### src/source/comm_blk_pkg.sv
// Shared constants and types for the communication block.
// The register window is 4 KB. Only 32-bit word offsets decode to a register.
// RESP_DELAY must be at least 2 for the sequencer delay counter.
package comm_blk_pkg;

  // ====================
  // Address map
  // ====================
  localparam logic [31:0] COMM_BASE      = 32'h4001_6000; // Bits 31..12 select the window
  localparam logic [11:0] OFF_CONTROL    = 12'h000;
  localparam logic [11:0] OFF_STATUS     = 12'h004;
  localparam logic [11:0] OFF_INT_ENABLE = 12'h008;
  localparam logic [11:0] OFF_DATA8      = 12'h010;
  localparam logic [11:0] OFF_DATA32     = 12'h014;
  localparam logic [11:0] OFF_FRAME8     = 12'h018;

  // One-hot register select and its bit indices
  localparam int NUM_REGS       = 6;
  localparam int SEL_CONTROL    = 0;
  localparam int SEL_STATUS     = 1;
  localparam int SEL_INT_ENABLE = 2;
  localparam int SEL_DATA8      = 3;
  localparam int SEL_DATA32     = 4;
  localparam int SEL_FRAME8     = 5;
  typedef logic [NUM_REGS-1:0] reg_sel_t;

  // ====================
  // Register reset values and masks
  // ====================
  localparam logic [7:0] CONTROL_RESET    = 8'h1C;
  localparam logic [7:0] STATUS_RESET     = 8'h01; // tx_ok set
  localparam logic [7:0] INT_ENABLE_RESET = 8'hAF;
  localparam logic [7:0] CONTROL_WMASK    = 8'h3D; // Bits 5..2 and 0
  localparam logic [7:0] STATUS_WMASK     = 8'h7C; // Software bits 6..2

  localparam int ST_CMD    = 7;
  localparam int ST_RX_OK  = 1;
  localparam int ST_TX_OK  = 0;

  // ====================
  // Service command codes
  // ====================
  localparam int CMD_CODE_W         = 8;
  localparam int NUM_DESC_CMDS      = 12;
  localparam int NUM_SHORT_CMDS     = 6;
  localparam int NUM_SELF_TEST_CMDS = 2;

  // Three-phase services, ending in a descriptor pointer
  localparam logic [CMD_CODE_W-1:0] DESC_CMDS [NUM_DESC_CMDS] =
    '{8'd0, 8'd1, 8'd3, 8'd4, 8'd5, 8'd6, 8'd9, 8'd10, 8'd12, 8'd14, 8'd16, 8'd17};
  // Two-phase services
  localparam logic [CMD_CODE_W-1:0] SHORT_CMDS [NUM_SHORT_CMDS] =
    '{8'd8, 8'd23, 8'd25, 8'd31, 8'd40, 8'd45};
  // Started by the frame8 write alone
  localparam logic [CMD_CODE_W-1:0] SELF_TEST_CMDS [NUM_SELF_TEST_CMDS] = '{8'd40, 8'd45};

  // ====================
  // Response sequencer
  // ====================
  localparam int          RESP_DELAY     = 5;
  localparam logic [7:0]  RESP_STATUS_OK = 8'h00;
  localparam logic [31:0] DESC_BASE      = 32'h2000_0100;
  localparam logic [31:0] DESC_STRIDE    = 32'h0000_0040;

  typedef logic [2:0] phase_t;
  localparam phase_t PH_FRAME  = 3'd1; // Command echo in frame8
  localparam phase_t PH_STATUS = 3'd2; // Service status in data8
  localparam phase_t PH_DESC   = 3'd3; // Descriptor pointer in data32

  function automatic logic is_desc_cmd(input logic [CMD_CODE_W-1:0] code);
    logic hit;
    hit = 1'b0;
    foreach (DESC_CMDS[i]) hit |= (code == DESC_CMDS[i]);
    return hit;
  endfunction

  function automatic logic is_short_cmd(input logic [CMD_CODE_W-1:0] code);
    logic hit;
    hit = 1'b0;
    foreach (SHORT_CMDS[i]) hit |= (code == SHORT_CMDS[i]);
    return hit;
  endfunction

  function automatic logic is_self_test_cmd(input logic [CMD_CODE_W-1:0] code);
    logic hit;
    hit = 1'b0;
    foreach (SELF_TEST_CMDS[i]) hit |= (code == SELF_TEST_CMDS[i]);
    return hit;
  endfunction

  // Descriptor pointer of a three-phase service
  function automatic logic [31:0] desc_ptr(input logic [CMD_CODE_W-1:0] code);
    return DESC_BASE + 32'(code) * DESC_STRIDE;
  endfunction

endpackage

### src/source/ahb_slave_if.sv
// AHB-Lite slave front end with address decode.
// Selects are registered from the address phase and live for the data phase only.
// A miss gives HREADY low with HRESP high, then HREADY high with HRESP high.
// The host must hold its next address phase while HREADY is low.
`timescale 1ns/1ps

module ahb_slave_if (
  input  logic                   HCLK,
  input  logic                   HRESETN,
  input  logic                   HSEL,
  input  logic [31:0]            HADDR,
  input  logic [1:0]             HTRANS,
  input  logic                   HWRITE,
  input  logic [31:0]            rd_data,
  output logic                   HREADY,
  output logic                   HRESP,
  output logic [31:0]            HRDATA,
  output comm_blk_pkg::reg_sel_t wr_sel,
  output comm_blk_pkg::reg_sel_t rd_sel
);

  comm_blk_pkg::reg_sel_t addr_sel; // Decoded in the address phase
  logic                   accept;
  logic                   hit;
  logic                   err_first;
  logic                   err_second;

  // NONSEQ or SEQ while selected and ready
  assign accept = HSEL & HREADY & HTRANS[1];

  // ====================
  // Window and offset decode
  // ====================
  always_comb begin
    addr_sel = '0;
    if (HADDR[31:12] == comm_blk_pkg::COMM_BASE[31:12]) begin
      case (HADDR[11:0])
        comm_blk_pkg::OFF_CONTROL:    addr_sel[comm_blk_pkg::SEL_CONTROL]    = 1'b1;
        comm_blk_pkg::OFF_STATUS:     addr_sel[comm_blk_pkg::SEL_STATUS]     = 1'b1;
        comm_blk_pkg::OFF_INT_ENABLE: addr_sel[comm_blk_pkg::SEL_INT_ENABLE] = 1'b1;
        comm_blk_pkg::OFF_DATA8:      addr_sel[comm_blk_pkg::SEL_DATA8]      = 1'b1;
        comm_blk_pkg::OFF_DATA32:     addr_sel[comm_blk_pkg::SEL_DATA32]     = 1'b1;
        comm_blk_pkg::OFF_FRAME8:     addr_sel[comm_blk_pkg::SEL_FRAME8]     = 1'b1;
        default:                      addr_sel = '0; // Hole in the window
      endcase
    end
  end

  assign hit = |addr_sel;

  // ====================
  // Data-phase state
  // ====================
  always_ff @(posedge HCLK or negedge HRESETN) begin
    if (!HRESETN) begin
      wr_sel     <= '0;
      rd_sel     <= '0;
      err_first  <= 1'b0;
      err_second <= 1'b0;
    end else begin
      wr_sel     <= (accept & HWRITE) ? addr_sel : '0;
      rd_sel     <= (accept & ~HWRITE) ? addr_sel : '0;
      err_first  <= accept & ~hit;  // Missed address arms ERROR
      err_second <= err_first;
    end
  end

  // Two-cycle ERROR response, otherwise always ready
  assign HREADY = ~err_first;
  assign HRESP  = err_first | err_second;

  // Register file already returns zero outside a read data phase
  assign HRDATA = rd_data;

endmodule

### config.mk
export PLATFORM = sky130hd
export DESIGN_NAME = ahb_slave_if
export DESIGN_NICKNAME = d
export VERILOG_FILES = /design/src/source/comm_blk_pkg.sv /design/src/source/ahb_slave_if.sv
export SDC_FILE = /design/constraint.sdc
export NUM_CORES = 1
export LEC_CHECK = 0
export BUFFER_PORTS_ARGS = -buffer_cell sky130_fd_sc_hd__buf_4
export CORE_UTILIZATION = 25
export CTS_CLUSTER_DIAMETER = 60
export DETAILED_ROUTE_END_ITERATION = 10
export PLACE_DENSITY = 0.65
export SLEW_MARGIN = 20
export SYNTH_ARGS = -nofsm -noshare
export SYNTH_HDL_FRONTEND = slang
export SYNTH_SLANG_ARGS = --single-unit
export TNS_END_PERCENT = 20
### constraint.sdc
create_clock -name HCLK -period 1.8 [get_ports HCLK]
set_clock_uncertainty 0.2 [all_clocks]
set_input_delay 0.27 -clock HCLK [delete_from_list [all_inputs] [get_ports HCLK]]
set_output_delay 0.27 -clock HCLK [all_outputs]
set_load 0.05 [all_outputs]
; Word level (Yosys, flattened, before mapping)
; Index checks and enable logic that the tools add are counted.
[classes]
n_reduce_logical = 2
n_eq_ne = 6
n_bitwise = 9
mux = 9
[op_table]
columns = op, count
row1 = 12-bit by 5-bit equality test with 1-bit output (second input constant), 3
row2 = 20-bit by 19-bit equality test with 1-bit output (second input constant), 1
row3 = 6-bit 2-to-1 mux, 3
row4 = 12-bit by 3-bit equality test with 1-bit output (second input constant), 1
row5 = 12-bit by 4-bit equality test with 1-bit output (second input constant), 1
row6 = 12-bit logical NOT, 1
row7 = 1-bit 2-to-1 mux, 6
row8 = 6-bit OR reduction, 1
row9 = 1-bit AND, 5
row10 = 1-bit inverter, 3
row11 = 1-bit OR, 1
[word_totals]
register_bits = 14
output_inout_bits = 46

; Depth between registers and ports, before layout
[depth]
depth_word = 6
depth_mapped = 4
depth_no_buf = 3

; Worst setup path before layout
; Ideal clock, no wire load.
[synth_timing]
kind = flip-flop to flip-flop
from = register err_first
to = register rd_sel[0]
path_stages_with_launch = 4
synth_period_minus_slack_ns = 1.364
arrival_time_ns = 1.078
path_slack_ns = 0.436
n_path_buf = 0
setup_ns = 0.087
path_cell_list = dfrtp_1 > nor4bb_1 > nand2_1 > nor3_1
[synth_between]
elab_chain_cells = 5
[synth_rtl]
columns = element, line_no
row1 = "start, declared", ahb_slave_if.sv:25  ; logic err_first;
row2 = "start signal, assigned", ahb_slave_if.sv:63  ; err_first <= accept & ~hit;
row3 = 1-bit inverter, ahb_slave_if.sv:69  ; assign HREADY = ~err_first;
row4 = 1-bit AND (2 in a row), ahb_slave_if.sv:29  ; assign accept = HSEL & HREADY & HTRANS[1];
row5 = 1-bit AND, ahb_slave_if.sv:62  ; rd_sel <= (accept & ~HWRITE) ? addr_sel : '0;
row6 = 6-bit 2-to-1 mux, ahb_slave_if.sv:62
row7 = "end signal, assigned", ahb_slave_if.sv:62
row8 = "end, declared", ahb_slave_if.sv:19  ; output comm_blk_pkg::reg_sel_t rd_sel
; No other way between the ends.

; Worst setup path in the final report
[layout_timing]
from = register err_first
to = output HRESP
[layout_between]
elab_chain_cells = 1
[layout_rtl]
columns = element, line_no
row1 = 1-bit OR, ahb_slave_if.sv:70  ; assign HRESP = err_first | err_second;
row2 = "end, declared", ahb_slave_if.sv:16  ; output logic HRESP,
; No other way between the ends.

==> key figures <==
Detailed routing
  • Vias: 696
  • Routed length on met2: 1330 um
  • Top Layer Used: met4
  • Via density: around 4.4
  • Metal-1 WL: 764 um
  • Met3 wire length: around 260 um
  • Residual DRC count: 0
  • Remaining antenna violation count: 0
  • Pre-antenna DRT Iters: 4
  • DR WL/cell: approximately 15 um
  • WL final: approximately 2400 um
  • Iter 0 DRT Violations: 20

Worst setup path
  • Crit-path max cell delay: between 0.4 and 0.5 ns
  • CP arrival: approximately 1.2 ns
  • Buffers plus inverters on the worst setup path: 1
  • FF-to-FF setup slack: around 0.31 ns
  • Crit. End Element: primary output
  • Type of the worst setup path: flip-flop to primary output
  • WP data required: about 1.3 ns
  • CP max stage cell: dfrtp_1
  • FF-to-FF End: rd_sel[4]$_DFF_PN0_
  • CP top delay family: flip-flops
  • Max Fanout on Critical Path: 5
  • Crit path launch type: flip-flop
  • Register-to-Register Path Depth: 3
  • CP Depth: 2
  • Worst setup path start: err_first$_DFF_PN0_
  • Crit path cell chain: or2_2, buf_4
  • CP endpoint: HRESP
  • Critical R2R Launch: err_first$_DFF_PN0_

Finish
  • Final core utilization: 33.3%
  • Proportion of layout cells with a drive suffix above 1: between 50% and 60%
  • Ant diodes: 0
  • P&R area growth vs syn: 25.7%
  • Non-Filler Instances: 158
  • FILL cells: 354
  • Net count, final: 184

Global route
  • Total GRT Usage: 12.4%
  • Initial antenna violation count: 0
  • Gr ovfl total: 0
  • Vias in the first global route: just over 700
  • Pin count of the biggest net entering global routing: 15
  • First-pass GRT wire length: 3710 um

Synth
  • Synth async-reset ratio: 100%
  • Syn Inst Count: 89
  • Synth Area in Compound Gates: 1.66%
  • Largest family of logic cells by synthesized area: simple AND/OR/NAND/NOR gates
  • Post-synthesis mux area share: 0%
  • Mapped Nets: between 150 and 200
  • Sequential fraction of the synthesis area: about 39%
  • Mean post-synth cell area: 10.2 um^2
  • Simple-Gate Fraction of Synth Area: 31.9%
  • EDFF count, synth: 0
  • Synth Area in XOR/XNOR: 0%
  • Seq cells post-synth: 14
  • Prevailing post-synth register cell: dfrtp_1
  • Yosys cell types: 24
  • Adder-Cell Fraction of Synth Area: 0%
  • Synth warnings: 0
  • Post-Synthesis Cell Area: 906 um^2

Timing
  • Least-Margin Pin Slew: 0.322 ns
  • Crit share post-route: 91.3%
  • RSZ-0062 raised after global routing: no
  • Final worst-path setup slack: 0.156 ns
  • Max Slew Vio Count: 0
  • Setup TNS: 0 ns
  • FMAX: ~610 MHz
  • Final hold slack: 0.0913 ns
  • Crit path time final: 1.64 ns
  • Final hold violation count: 0
  • Slew margin rel.: 78.2%
  • # setup viols final: 0

Die
  • Starting Density: about a quarter
  • IO Count: 116
  • Die X-Extent: between 60 and 70 um
  • Total die area: 3870 um^2
  • # rows: 21
  • Core area: around 3400 um^2
  • Die H: 62.2 um

Clock network
  • Clock latency on the worst-skew pair: 0.26 ns
  • CTS Root Cell: clkbuf_4
  • CTS Buf Count: 3
  • CTS tree: done
  • H-tree levels: 1
  • Clock-pin slew on the worst setup and hold paths: roughly 0.070 ns
  • Max Root-Sink Buffers: 2
  • Clock sinks: 14
  • Setup bufs post-CTS: 0

Place
  • Inst Count DP: 154
  • Pre-CTS setup slack: 0.168 ns
  • Dpl hpwl: 2180 um
  • I/O Buffers: 50
  • Gpl congestion: 0.772

Pwr
  • Leakage: about 0.00052 uW
  • Pwr/cell area: 523 nW/um^2
  • Peak supply drop: approximately 0.00012 V

Status
  • Status: completed

Flow run
  • MaxCap Viol Count: 0

Hold path
  • Worst min path class: input port to flip-flop
report_power, final:
group          switching, uW  leakage, uW  internal (uW)
sequential              1.70     0.000194            317
combinational           51.0     0.000316           69.9
clock                   79.2    0.0000138           77.2
cells by family (layout without fill, tap and decap cells):
group | Yosys count | after routing
buf+inv | 34 | 57
compound gates | 2 | 2
simple gates | 39 | 39
flops | 14 | 14
worst min-delay path, delay by kind of cell:
family                 cells  cell delay (ns)
AND/OR/NAND/NOR            2             0.15
buffers and inverters      1             0.10
cells in the final DEF, fill, tap and decap left out:
cell           Yosys  final
nor4b_2            1      1
nor3_2             1      1
and3_1             1      1
nand2_1            2      2
o21a_1             1      1
nor2_1             2      2
dfrtp_1           14     14
nor4bb_1           1      1
nand3_1            3      3
dlygate4sd3_1      0      1
nand4b_1           2      2
nor3_1            11     11
nor4b_4            1      1
nand3_2            1      1
inv_1              1      1
and4bb_2           1      1
a211oi_1           1      1
nor2b_1            1      1
and4b_1            1      1
buf_4             33     52
nor4_4             1      1
nor4b_1            2      2
clkbuf_4           0      3
or2_2              1      1
nand4_1            4      4
nor4_1             2      2
final cells by class:
class                           instances  area (um^2)  area share (%)
Multi-Input combinational cell         41          304            26.7
Sequential cell                        14          350            30.8
Tap cell                               46         57.6            5.05
Clock buffer                            3         22.5            1.98
Timing Repair Buffer                   53          400            35.2
Inverter                                1         3.75           0.330
cell usage after synthesis (2+ instances only):
cell type	number	area [um^2]
buf_4	33	248
dfrtp_1	14	350
nand2_1	2	7.51
nand3_1	3	15.0
nand4_1	4	25.0
nand4b_1	2	17.5
nor2_1	2	7.51
nor3_1	11	55.1
nor4_1	2	12.5
nor4b_1	2	17.5
per-stage QoR:
| step | power (uW) | instance area, um^2 |
|---|---|---|
| finish | 596 | 1140 |
| global route | 617 | 1140 |
| CTS | 603 | 1140 |
| detailed placement | 444 | 1110 |
| global placement | 442 | 1110 |
| floorplan | 549 | 906 |
metal layers:
layer | vias up | track usage (%)
met2 | 48 | 23.4
met3 | 10 | 3.86
li1 | 335 | -
met1 | 303 | 11.4
met4 | 0 | 8.14
met5 | - | 0
state kept, by name (all words and copies together) (netlist names):
| name | flops |
|---|---|
| rd_sel | 6 |
| wr_sel | 6 |
| err_first | 1 |
| err_second | 1 |
timing repair:
| item | CTS | global route |
|---|---|---|
| hold endpoints to repair | 14 | 0 |
| hold buffers | 1 | 0 |
| gates resized for setup | 0 | 0 |
| endpoints found under the setup margin | 0 | 0 |
worst min path at each step:
stage,cells after the start,startpoint,slack [ns],to
after floorplan,0,HRESETN,-0.23,err_first$_DFF_PN0_
after global placement,1,HRESETN,-0.08,err_second$_DFF_PN0_
final,3,HADDR[4],0.09,wr_sel[1]$_DFF_PN0_
after detailed placement,1,HRESETN,-0.08,rd_sel[1]$_DFF_PN0_
after CTS,3,HADDR[4],0.08,wr_sel[1]$_DFF_PN0_
after global routing,3,HADDR[2],0.11,wr_sel[1]$_DFF_PN0_
Power figures use the tool's default switching activity.
